===== src/bu_rs_cfg_pkg.sv =====
// Data widths and default sizing shared by every block of the branch reservation station
package bu_rs_cfg_pkg;

    // ------------------------------
    // Datapath widths
    // ------------------------------
    localparam int unsigned XLEN        = 32;   // Register and PC width
    localparam int unsigned ROB_IDX_LEN = 4;    // Reorder buffer tag width
    localparam int unsigned B_IMM       = 12;   // Branch immediate width

    // ------------------------------
    // Station sizing
    // ------------------------------
    // Number of entries, must stay a power of two so the pointers wrap for free
    localparam int unsigned RS_DEPTH_DEFAULT = 4;

endpackage


===== src/bu_rs_types_pkg.sv =====
// Branch encodings and the entry and CDB record layouts used across the reservation station
package bu_rs_types_pkg;

    // Branch kinds understood by the branch unit
    typedef enum logic [2:0] {
        BEQ  = 3'd0,
        BNE  = 3'd1,
        BLT  = 3'd2,
        BGE  = 3'd3,
        BLTU = 3'd4,
        BGEU = 3'd5
    } branch_type_e;

    // Word broadcast on the common data bus
    typedef struct packed {
        logic [bu_rs_cfg_pkg::ROB_IDX_LEN-1:0] rob_idx;       // Producer tag
        logic [bu_rs_cfg_pkg::XLEN-1:0]        value;         // Produced value
        logic                                  except_raised; // Producer faulted, value unusable
    } cdb_data_t;

    // Payload of one station entry, status flags live outside
    typedef struct packed {
        branch_type_e                          branch_type;
        logic [bu_rs_cfg_pkg::ROB_IDX_LEN-1:0] rs1_idx;      // Tag awaited for rs1
        logic [bu_rs_cfg_pkg::ROB_IDX_LEN-1:0] rs2_idx;      // Tag awaited for rs2
        logic [bu_rs_cfg_pkg::XLEN-1:0]        rs1_value;
        logic [bu_rs_cfg_pkg::XLEN-1:0]        rs2_value;
        logic [bu_rs_cfg_pkg::B_IMM-1:0]       imm_value;
        logic [bu_rs_cfg_pkg::XLEN-1:0]        pred_pc;      // PC of the branch itself
        logic [bu_rs_cfg_pkg::XLEN-1:0]        pred_target;  // Target guessed by fetch
        logic                                  pred_taken;   // Direction guessed by fetch
        logic [bu_rs_cfg_pkg::ROB_IDX_LEN-1:0] res_idx;      // ROB slot for the result
        logic                                  mispredicted; // Outcome from the branch unit
    } rs_entry_t;

endpackage


===== src/rs_ctrl_if.sv =====
// Strobes, pointers and status between the station controller and its entry array
interface rs_ctrl_if #(
    parameter int unsigned RS_DEPTH = bu_rs_cfg_pkg::RS_DEPTH_DEFAULT
);

    localparam int unsigned IDX_W = $clog2(RS_DEPTH);

    // Operation strobes
    logic             push;       // Write new branch at tail
    logic             ex;         // Entry at ex_idx handed to the branch unit
    logic             wr_res;     // Branch unit result lands at wr_res_idx
    logic             pop;        // Head result taken by the CDB

    // Pointers
    logic [IDX_W-1:0] tail_idx;
    logic [IDX_W-1:0] ex_idx;
    logic [IDX_W-1:0] head_idx;
    logic [IDX_W-1:0] wr_res_idx;

    // Status of the entries named by the pointers
    logic             tail_free;  // Tail slot empty
    logic             ex_ready;   // Dispatch slot has both operands and waits
    logic             res_ready;  // Head slot holds its outcome
    logic             wr_busy;    // Write-back slot is executing

    modport ctrl (
        output push, ex, wr_res, pop,
        output tail_idx, ex_idx, head_idx, wr_res_idx,
        input  tail_free, ex_ready, res_ready, wr_busy
    );

    modport array (
        input  push, ex, wr_res, pop,
        input  tail_idx, ex_idx, head_idx, wr_res_idx,
        output tail_free, ex_ready, res_ready, wr_busy
    );

endinterface


===== src/bu_rs_entry.sv =====
// One reservation station slot holding a branch, its operand snooping and its status flags
module bu_rs_entry (
    input  logic                       clk_i,
    input  logic                       rst_n_i,
    input  logic                       flush_i,
    input  logic                       push_i,
    input  bu_rs_types_pkg::rs_entry_t entry_i,
    input  logic                       rs1_ready_i,
    input  logic                       rs2_ready_i,
    input  logic                       ex_i,
    input  logic                       wr_res_i,
    input  logic                       mispredict_i,
    input  logic                       pop_i,
    input  logic                       cdb_valid_i,
    input  bu_rs_types_pkg::cdb_data_t cdb_data_i,
    output bu_rs_types_pkg::rs_entry_t entry_o,
    output logic                       valid_o,
    output logic                       busy_o,
    output logic                       ex_ready_o,
    output logic                       res_ready_o
);

    bu_rs_types_pkg::rs_entry_t entry_q;
    logic valid_q, busy_q, rs1_rdy_q, rs2_rdy_q, res_rdy_q;
    logic cdb_ok, cap_rs1, cap_rs2;

    // ------------------------------
    // Operand snooping
    // ------------------------------
    // Faulted producers never release their consumers
    assign cdb_ok  = cdb_valid_i & ~cdb_data_i.except_raised;
    assign cap_rs1 = valid_q & ~rs1_rdy_q & cdb_ok & (cdb_data_i.rob_idx == entry_q.rs1_idx);
    assign cap_rs2 = valid_q & ~rs2_rdy_q & cdb_ok & (cdb_data_i.rob_idx == entry_q.rs2_idx);

    // Payload
    always_ff @(posedge clk_i) begin
        if (push_i) begin
            entry_q <= entry_i;
        end else begin
            if (cap_rs1) begin
                entry_q.rs1_value <= cdb_data_i.value;
            end
            if (cap_rs2) begin
                entry_q.rs2_value <= cdb_data_i.value;
            end
            if (wr_res_i) begin
                entry_q.mispredicted <= mispredict_i;  // Outcome from the branch unit
            end
        end
    end

    // ------------------------------
    // Status flags
    // ------------------------------
    always_ff @(posedge clk_i or negedge rst_n_i) begin
        if (!rst_n_i) begin
            valid_q   <= 1'b0;
            busy_q    <= 1'b0;
            rs1_rdy_q <= 1'b0;
            rs2_rdy_q <= 1'b0;
            res_rdy_q <= 1'b0;
        end else if (flush_i) begin
            valid_q   <= 1'b0;
            busy_q    <= 1'b0;
            rs1_rdy_q <= 1'b0;
            rs2_rdy_q <= 1'b0;
            res_rdy_q <= 1'b0;
        end else if (push_i) begin
            valid_q   <= 1'b1;
            busy_q    <= 1'b0;
            rs1_rdy_q <= rs1_ready_i;
            rs2_rdy_q <= rs2_ready_i;
            res_rdy_q <= 1'b0;
        end else begin
            if (cap_rs1) begin
                rs1_rdy_q <= 1'b1;
            end
            if (cap_rs2) begin
                rs2_rdy_q <= 1'b1;
            end
            if (ex_i) begin
                busy_q <= 1'b1;     // In flight in the branch unit
            end
            if (wr_res_i) begin
                busy_q    <= 1'b0;  // Only busy drops, operands and payload stay
                res_rdy_q <= 1'b1;
            end
            if (pop_i) begin
                valid_q <= 1'b0;    // Slot free for the next push
            end
        end
    end

    assign entry_o     = entry_q;
    assign valid_o     = valid_q;
    assign busy_o      = busy_q;
    // A finished branch is never offered to the branch unit again
    assign ex_ready_o  = valid_q & ~busy_q & ~res_rdy_q & rs1_rdy_q & rs2_rdy_q;
    assign res_ready_o = valid_q & res_rdy_q;

endmodule


===== src/bu_rs_slot_array.sv =====
// Entry storage of the branch reservation station, steered by the controller strobes
module bu_rs_slot_array #(
    parameter int unsigned RS_DEPTH = bu_rs_cfg_pkg::RS_DEPTH_DEFAULT
) (
    input  logic                                   clk_i,
    input  logic                                   rst_n_i,
    input  logic                                   flush_i,
    rs_ctrl_if.array                               arr_if,
    // Push fields
    input  bu_rs_types_pkg::branch_type_e          branch_type_i,
    input  logic                                   rs1_ready_i,
    input  logic [bu_rs_cfg_pkg::ROB_IDX_LEN-1:0]  rs1_idx_i,
    input  logic [bu_rs_cfg_pkg::XLEN-1:0]         rs1_value_i,
    input  logic                                   rs2_ready_i,
    input  logic [bu_rs_cfg_pkg::ROB_IDX_LEN-1:0]  rs2_idx_i,
    input  logic [bu_rs_cfg_pkg::XLEN-1:0]         rs2_value_i,
    input  logic [bu_rs_cfg_pkg::B_IMM-1:0]        imm_value_i,
    input  logic [bu_rs_cfg_pkg::ROB_IDX_LEN-1:0]  dest_idx_i,
    input  logic [bu_rs_cfg_pkg::XLEN-1:0]         pred_pc_i,
    input  logic [bu_rs_cfg_pkg::XLEN-1:0]         pred_target_i,
    input  logic                                   pred_taken_i,
    // Snooped CDB and branch unit result
    input  logic                                   cdb_valid_i,
    input  bu_rs_types_pkg::cdb_data_t             cdb_data_i,
    input  logic                                   mispredict_i,
    // Toward the branch unit
    output logic [bu_rs_cfg_pkg::XLEN-1:0]         bu_rs1_o,
    output logic [bu_rs_cfg_pkg::XLEN-1:0]         bu_rs2_o,
    output logic [bu_rs_cfg_pkg::B_IMM-1:0]        bu_imm_o,
    output logic [bu_rs_cfg_pkg::XLEN-1:0]         bu_pred_pc_o,
    output logic [bu_rs_cfg_pkg::XLEN-1:0]         bu_pred_target_o,
    output logic                                   bu_pred_taken_o,
    output bu_rs_types_pkg::branch_type_e          bu_branch_type_o,
    // Toward the CDB
    output logic [bu_rs_cfg_pkg::ROB_IDX_LEN-1:0]  cdb_rob_idx_o,
    output logic [bu_rs_cfg_pkg::XLEN-1:0]         cdb_value_o
);

    import bu_rs_cfg_pkg::*;
    import bu_rs_types_pkg::*;

    localparam int unsigned IDX_W = $clog2(RS_DEPTH);

    rs_entry_t            new_entry;
    rs_entry_t            entries_a [RS_DEPTH];
    rs_entry_t            ex_entry, head_entry;
    logic [RS_DEPTH-1:0]  valid_a, busy_a, ex_ready_a, res_ready_a;

    // Incoming branch, outcome filled in later
    always_comb begin
        new_entry.branch_type  = branch_type_i;
        new_entry.rs1_idx      = rs1_idx_i;
        new_entry.rs2_idx      = rs2_idx_i;
        new_entry.rs1_value    = rs1_value_i;
        new_entry.rs2_value    = rs2_value_i;
        new_entry.imm_value    = imm_value_i;
        new_entry.pred_pc      = pred_pc_i;
        new_entry.pred_target  = pred_target_i;
        new_entry.pred_taken   = pred_taken_i;
        new_entry.res_idx      = dest_idx_i;
        new_entry.mispredicted = 1'b0;
    end

    // ------------------------------
    // Entries
    // ------------------------------
    for (genvar i = 0; i < RS_DEPTH; i++) begin : g_entry
        bu_rs_entry u_entry (
            .clk_i        (clk_i),
            .rst_n_i      (rst_n_i),
            .flush_i      (flush_i),
            .push_i       (arr_if.push   && (arr_if.tail_idx   == IDX_W'(i))),
            .entry_i      (new_entry),
            .rs1_ready_i  (rs1_ready_i),
            .rs2_ready_i  (rs2_ready_i),
            .ex_i         (arr_if.ex     && (arr_if.ex_idx     == IDX_W'(i))),
            .wr_res_i     (arr_if.wr_res && (arr_if.wr_res_idx == IDX_W'(i))),
            .mispredict_i (mispredict_i),
            .pop_i        (arr_if.pop    && (arr_if.head_idx   == IDX_W'(i))),
            .cdb_valid_i  (cdb_valid_i),
            .cdb_data_i   (cdb_data_i),
            .entry_o      (entries_a[i]),
            .valid_o      (valid_a[i]),
            .busy_o       (busy_a[i]),
            .ex_ready_o   (ex_ready_a[i]),
            .res_ready_o  (res_ready_a[i])
        );
    end

    // ------------------------------
    // Status and output muxes
    // ------------------------------
    assign arr_if.tail_free = ~valid_a[arr_if.tail_idx];
    assign arr_if.ex_ready  = ex_ready_a[arr_if.ex_idx];
    assign arr_if.res_ready = res_ready_a[arr_if.head_idx];
    assign arr_if.wr_busy   = busy_a[arr_if.wr_res_idx];

    assign ex_entry   = entries_a[arr_if.ex_idx];    // Next branch to dispatch
    assign head_entry = entries_a[arr_if.head_idx];  // Oldest branch in the station

    assign bu_rs1_o         = ex_entry.rs1_value;
    assign bu_rs2_o         = ex_entry.rs2_value;
    assign bu_imm_o         = ex_entry.imm_value;
    assign bu_pred_pc_o     = ex_entry.pred_pc;
    assign bu_pred_target_o = ex_entry.pred_target;
    assign bu_pred_taken_o  = ex_entry.pred_taken;
    assign bu_branch_type_o = ex_entry.branch_type;

    assign cdb_rob_idx_o = head_entry.res_idx;
    // The ROB reads the mispredict flag from the value field
    assign cdb_value_o   = {{(XLEN-1){1'b0}}, head_entry.mispredicted};

endmodule


===== src/bu_rs_ctrl.sv =====
// Pointer bookkeeping and handshake decisions of the branch reservation station
module bu_rs_ctrl #(
    parameter int unsigned RS_DEPTH = bu_rs_cfg_pkg::RS_DEPTH_DEFAULT
) (
    input  logic      clk_i,
    input  logic      rst_n_i,
    input  logic      flush_i,
    input  logic      arbiter_valid_i,
    input  logic      bu_ready_i,
    input  logic      bu_valid_i,
    input  logic      cdb_ready_i,
    output logic      arbiter_ready_o,
    output logic      bu_valid_o,
    output logic      cdb_valid_o,
    rs_ctrl_if.ctrl   ctrl_if
);

    localparam int unsigned IDX_W = $clog2(RS_DEPTH);

    logic [IDX_W-1:0] tail_q, ex_q, wr_res_q, head_q;

    // ------------------------------
    // Handshakes
    // ------------------------------
    assign arbiter_ready_o = ctrl_if.tail_free;  // Room at tail
    assign bu_valid_o      = ctrl_if.ex_ready;   // Oldest undispatched branch can go
    assign cdb_valid_o     = ctrl_if.res_ready;  // Oldest branch has its outcome

    // Strobes fire when both sides agree
    assign ctrl_if.push   = ctrl_if.tail_free & arbiter_valid_i;
    assign ctrl_if.ex     = ctrl_if.ex_ready  & bu_ready_i;
    assign ctrl_if.pop    = ctrl_if.res_ready & cdb_ready_i;
    // No ready toward the branch unit, stray results are dropped
    assign ctrl_if.wr_res = bu_valid_i & ctrl_if.wr_busy;

    assign ctrl_if.tail_idx   = tail_q;
    assign ctrl_if.ex_idx     = ex_q;
    assign ctrl_if.wr_res_idx = wr_res_q;
    assign ctrl_if.head_idx   = head_q;

    // ------------------------------
    // Pointers
    // ------------------------------
    // Power of two depth, so plain increments wrap
    always_ff @(posedge clk_i or negedge rst_n_i) begin
        if (!rst_n_i) begin
            tail_q   <= '0;
            ex_q     <= '0;
            wr_res_q <= '0;
            head_q   <= '0;
        end else if (flush_i) begin
            tail_q   <= '0;  // Station emptied, start over from slot 0
            ex_q     <= '0;
            wr_res_q <= '0;
            head_q   <= '0;
        end else begin
            if (ctrl_if.push) begin
                tail_q <= tail_q + 1'b1;
            end
            if (ctrl_if.ex) begin
                ex_q <= ex_q + 1'b1;
            end
            if (ctrl_if.wr_res) begin
                wr_res_q <= wr_res_q + 1'b1;  // Results return in dispatch order
            end
            if (ctrl_if.pop) begin
                head_q <= head_q + 1'b1;
            end
        end
    end

endmodule


===== src/bu_rs_top.sv =====
// Top level of the branch reservation station, place this between the issue arbiter and the branch unit
module bu_rs_top #(
    parameter int unsigned RS_DEPTH = bu_rs_cfg_pkg::RS_DEPTH_DEFAULT  // Power of two
) (
    input  logic                                   clk_i,
    input  logic                                   rst_n_i,
    input  logic                                   flush_i,
    // Issue arbiter
    input  logic                                   arbiter_valid_i,
    output logic                                   arbiter_ready_o,
    input  bu_rs_types_pkg::branch_type_e          branch_type_i,
    input  logic                                   rs1_ready_i,
    input  logic [bu_rs_cfg_pkg::ROB_IDX_LEN-1:0]  rs1_idx_i,
    input  logic [bu_rs_cfg_pkg::XLEN-1:0]         rs1_value_i,
    input  logic                                   rs2_ready_i,
    input  logic [bu_rs_cfg_pkg::ROB_IDX_LEN-1:0]  rs2_idx_i,
    input  logic [bu_rs_cfg_pkg::XLEN-1:0]         rs2_value_i,
    input  logic [bu_rs_cfg_pkg::B_IMM-1:0]        imm_value_i,
    input  logic [bu_rs_cfg_pkg::ROB_IDX_LEN-1:0]  dest_idx_i,
    input  logic [bu_rs_cfg_pkg::XLEN-1:0]         pred_pc_i,
    input  logic [bu_rs_cfg_pkg::XLEN-1:0]         pred_target_i,
    input  logic                                   pred_taken_i,
    // Branch unit
    input  logic                                   bu_ready_i,
    output logic                                   bu_valid_o,
    output logic [bu_rs_cfg_pkg::XLEN-1:0]         bu_rs1_o,
    output logic [bu_rs_cfg_pkg::XLEN-1:0]         bu_rs2_o,
    output logic [bu_rs_cfg_pkg::B_IMM-1:0]        bu_imm_o,
    output logic [bu_rs_cfg_pkg::XLEN-1:0]         bu_pred_pc_o,
    output logic [bu_rs_cfg_pkg::XLEN-1:0]         bu_pred_target_o,
    output logic                                   bu_pred_taken_o,
    output bu_rs_types_pkg::branch_type_e          bu_branch_type_o,
    input  logic                                   bu_valid_i,
    input  logic                                   mispredict_i,
    // CDB
    input  logic                                   cdb_valid_i,
    input  bu_rs_types_pkg::cdb_data_t             cdb_data_i,
    input  logic                                   cdb_ready_i,
    output logic                                   cdb_valid_o,
    output logic [bu_rs_cfg_pkg::ROB_IDX_LEN-1:0]  cdb_rob_idx_o,
    output logic [bu_rs_cfg_pkg::XLEN-1:0]         cdb_value_o
);

    rs_ctrl_if #(.RS_DEPTH(RS_DEPTH)) rs_if ();

    // ------------------------------
    // Controller
    // ------------------------------
    bu_rs_ctrl #(
        .RS_DEPTH (RS_DEPTH)
    ) u_ctrl (
        .clk_i           (clk_i),
        .rst_n_i         (rst_n_i),
        .flush_i         (flush_i),
        .arbiter_valid_i (arbiter_valid_i),
        .bu_ready_i      (bu_ready_i),
        .bu_valid_i      (bu_valid_i),
        .cdb_ready_i     (cdb_ready_i),
        .arbiter_ready_o (arbiter_ready_o),
        .bu_valid_o      (bu_valid_o),
        .cdb_valid_o     (cdb_valid_o),
        .ctrl_if         (rs_if.ctrl)
    );

    // ------------------------------
    // Entry array
    // ------------------------------
    bu_rs_slot_array #(
        .RS_DEPTH (RS_DEPTH)
    ) u_array (
        .clk_i            (clk_i),
        .rst_n_i          (rst_n_i),
        .flush_i          (flush_i),
        .arr_if           (rs_if.array),
        .branch_type_i    (branch_type_i),
        .rs1_ready_i      (rs1_ready_i),
        .rs1_idx_i        (rs1_idx_i),
        .rs1_value_i      (rs1_value_i),
        .rs2_ready_i      (rs2_ready_i),
        .rs2_idx_i        (rs2_idx_i),
        .rs2_value_i      (rs2_value_i),
        .imm_value_i      (imm_value_i),
        .dest_idx_i       (dest_idx_i),
        .pred_pc_i        (pred_pc_i),
        .pred_target_i    (pred_target_i),
        .pred_taken_i     (pred_taken_i),
        .cdb_valid_i      (cdb_valid_i),
        .cdb_data_i       (cdb_data_i),
        .mispredict_i     (mispredict_i),
        .bu_rs1_o         (bu_rs1_o),
        .bu_rs2_o         (bu_rs2_o),
        .bu_imm_o         (bu_imm_o),
        .bu_pred_pc_o     (bu_pred_pc_o),
        .bu_pred_target_o (bu_pred_target_o),
        .bu_pred_taken_o  (bu_pred_taken_o),
        .bu_branch_type_o (bu_branch_type_o),
        .cdb_rob_idx_o    (cdb_rob_idx_o),
        .cdb_value_o      (cdb_value_o)
    );

endmodule


===== config.mk =====
export PLATFORM = sky130hd
export DESIGN_NAME = bu_rs_top
export DESIGN_NICKNAME = d
export VERILOG_FILES = /design/src/bu_rs_cfg_pkg.sv /design/src/bu_rs_types_pkg.sv /design/src/rs_ctrl_if.sv /design/src/bu_rs_entry.sv /design/src/bu_rs_slot_array.sv /design/src/bu_rs_ctrl.sv /design/src/bu_rs_top.sv
export SDC_FILE = /design/constraint.sdc
export NUM_CORES = 1
export LEC_CHECK = 0
export BUFFER_PORTS_ARGS = -buffer_cell sky130_fd_sc_hd__buf_2
export CAP_MARGIN = 30
export CORE_ASPECT_RATIO = 0.6
export CORE_UTILIZATION = 50
export CTS_BUF_LIST = sky130_fd_sc_hd__clkbuf_8 sky130_fd_sc_hd__clkbuf_16
export CTS_CLUSTER_SIZE = 28
export DETAILED_ROUTE_END_ITERATION = 8
export PLACE_DENSITY = 0.78
export SLEW_MARGIN = 30
export SYNTH_ARGS = -nofsm -noshare
export SYNTH_HDL_FRONTEND = slang
export SYNTH_SLANG_ARGS = --single-unit
export TNS_END_PERCENT = 10

===== constraint.sdc =====
create_clock -name clk_i -period 9.3 [get_ports clk_i]
set_clock_uncertainty 0.2 [all_clocks]
set_input_delay 0.93 -clock clk_i [delete_from_list [all_inputs] [get_ports clk_i]]
set_output_delay 0.93 -clock clk_i [all_outputs]
set_load 0.02 [all_outputs]

==> qor.yml <==
detailed_routing:
  avgRoutedWirePerCell_um: 23.3
  via_per_inst: 5.72
  drtIter0Drc: 1599
  route.detailed.drc: 0
  routed_wl_mm: 66.9
  vias: 16435
  first_pass_iters: 5
  ant_nets: 0
cts:
  clk_path_buf_depth: 3
  cts_tree: "yes"
  ctsHtreeMaxLevel: 2
  worst_skew_pair.late_latency_ns: 0.62
  root_buffer: "clkbuf_16"
  cts-resized-gates: 0
  holdBufCountCts: 0
  cts_made_buffers: 58
  cts.clk_slew.worst_paths_ns: 0.06
  clock_sinks: 656
  postCtsSetupRepairBufs: 0
finish:
  nNetsFinal: 2332
  design_area_um2: 31700
  final_cell_mix: "nand2_1, edfxtp_1, buf_2"
  drive_gt1_share_pct: 29.9
  final_common_cell: "nand2_1"
  area_growth_pct: 15.9
  fillers: 3915
pwr:
  power.total_mw: 6.87
  power_density_nw_per_um2: 217
  p_switching_mw: 1.78
  p_int_mw: 5.09
  ir_worst_vdd_uv: 181
  clock_power_share_pct: 34.5
  power_leakage_nw: 11.7
  p_sw_share_pct: 25.8
  power_frac_seq_pct: 52.1
  comb_power_share_pct: 13.5
floorplan:
  core_um2: 53300
  rows: 65
  die_h_um: 183
  num_io_pins: 387
  dieArea_um2: 55700
  dieWidth_um: 304
  start_util_pct: 51.4
sta:
  setup_viol_count_final: 0
  worst_slack_ns: 4.80
  hold_viol: 0
  fmax_mhz: 222
  rsz0062_at_grt: "false"
  worstMarginPinSlew_ns: 0.987
  fin_crit_sh_pct: 48.4
  relSlewSlack_pct: 34.2
  whs_ns: 0.132
  setup_tns_ns: 0
  fin_crit_ns: 4.50
  drv_slew: 0
yosys:
  netlist_area_um2: 27400
  synth.avg_cell_area_um2: 15.5
  ys_seq_area_share_pct: 71.3
  ys_ff_latch: 656
  synth_area_leaders: "edfxtp_1, mux4_2, nand2_1, dfrtp_1, buf_4"
  syn_inst: 1760
  yosysWarnings: 0
  yosys.area.top_type_share_pct: 68.5
  synth_top_flop_cell: "edfxtp_1"
  synth_edf_count: 624
  synth.largest_area_cell: "edfxtp_1"
  ys_types: 45
  async_reset_ff_share_pct: 4.27
place:
  post_dp_cell_area_um2: 29800
  gp_congestion: 0.863
  port_buffers: 355
  hpwl_mm: 41.4
  dpl_worst_slack_ns: 4.73
run_status:
  status: "finished, final reports clean"
critical_path:
  path_max_fanout: 62
  crit_slowest_cell: "buf_4"
  worst_setup_path_start_kind: "register"
  max_stage_delay_ns: 0.73
  path_cells: "mux4_2 > or3_2 > buf_4 > inv_6 > buf_4 > buf_4"
  required_ns: 9.35
  crit_top_cell: "buf_4"
  cp-end-kind: "register"
  cp_num_buf_inv: 4
  path_class: "register to register"
  cp_data_arrival_time_ns: 4.56
  critPathTopFamily: "buffers and inverters"
grt:
  gr-total-overflow: 0
  grt_max_degree: 101
  grt_pass1_vias: 16949
  grtUsageTotal_pct: 24.0
  antenna_found_initial: 17
  grt_pass1_wl_mm: 100
job:
  max-cap-violations: 0
min_path:
  hp-class: "primary input to asynchronous set/reset pin"
per-layer routing:
metal,routed length [um],global-route usage (%)
met3,6180,5.88
met4,1740,6.96
met2,32500,39.4
met1,26400,32.1
met5,12,0
Yosys cell counts, types with 11 or more instances:
| cell type | n |
|---|---|
| buf_4 | 40 |
| edfxtp_1 | 624 |
| nand2_1 | 657 |
| nor2_1 | 14 |
| clkbuf_1 | 20 |
| inv_1 | 19 |
| mux4_2 | 150 |
| ha_1 | 16 |
| xnor2_1 | 33 |
| dfrtp_1 | 28 |
| buf_2 | 45 |
| a21oi_1 | 11 |
kinds of logic after synthesis:
kind of cell    after synthesis  synth area share [%]
mux                         155                  12.5
buf+inv                     142                  2.81
xor+xnor                     33                  1.06
simple gates                703                  9.96
compound gates               54                  1.53
fa+ha+maj                    16                 0.732
other cells                   1                0.0137
flops                       656                  71.3
flip-flops by register name (all words and copies together), names as in the netlist, 4 cells and up:
signal	cells
u_array.g_entry.u_entry.busy_o	4
u_array.g_entry.u_entry.entry_o	628
u_array.g_entry.u_entry.rs2_rdy_q	4
u_array.g_entry.u_entry.valid_o	4
u_array.g_entry.u_entry.rs1_rdy_q	4
u_array.g_entry.u_entry.res_rdy_q	4
metrics by stage:
stage               utilization (%)  cells
floorplan                         -   1790
global placement               55.9   2754
detailed placement             55.9   2754
CTS                            59.4   2862
global route                   59.5   2871
finish                         59.5   2874
power groups by stage:
stage / combinational, mW / clock (mW) / sequential [mW]
3_5_place_dp: 0.924 / 0 / 3.64
4_1_cts: 0.928 / 2.40 / 3.58
6_report: 0.924 / 2.37 / 3.58
3_3_place_gp: 0.903 / 0 / 3.62
2_1_floorplan: 0.565 / 0 / 3.62
5_1_grt: 0.991 / 2.52 / 3.59
area by class of cell:
type                    instances  area (um^2)  share of cell area, %
repair buffers                381         2000                   6.30
diodes                         11         27.5                 0.0868
clock buffers                  58         1450                   4.58
flip-flops and latches        656        19500                   61.6
well taps                     703          880                   2.77
clock inverters                50          418                   1.32
multi-input cells             992         7300                   23.0
inverters                      23          109                  0.343
final timing paths:
check	start	endpoint	cells after the start	slack (ns)
min in group clk_i	u_array.g_entry[1].u_entry.entry_o[0]$_SDFFE_PP0P_	u_array.g_entry[1].u_entry.entry_o[0]$_SDFFE_PP0P_	2	0.29
min	rst_n_i	u_array.g_entry[1].u_entry.res_rdy_q$_DFFE_PN0P_	1	0.13
max in group asynchronous	rst_n_i	u_ctrl.ctrl_if.ex_idx[0]$_DFFE_PN0P_	1	8.27
min reg2reg	u_array.g_entry[1].u_entry.entry_o[0]$_SDFFE_PP0P_	u_array.g_entry[1].u_entry.entry_o[0]$_SDFFE_PP0P_	2	0.29
max	u_ctrl.ctrl_if.tail_idx[0]$_DFFE_PN0P_	u_array.g_entry[1].u_entry.entry_o[69]$_DFFE_PP_	6	4.80
max reg2reg	u_ctrl.ctrl_if.tail_idx[0]$_DFFE_PN0P_	u_array.g_entry[1].u_entry.entry_o[69]$_DFFE_PP_	6	4.80
worst register-to-register path, delay by kind of cell, from the launching register on:
kind          cells  cell delay (ns)
simple gates      1             0.43
mux               1             0.59
flops             1             0.45
buf+inv           4             2.41
Power figures use the tool's default switching activity.
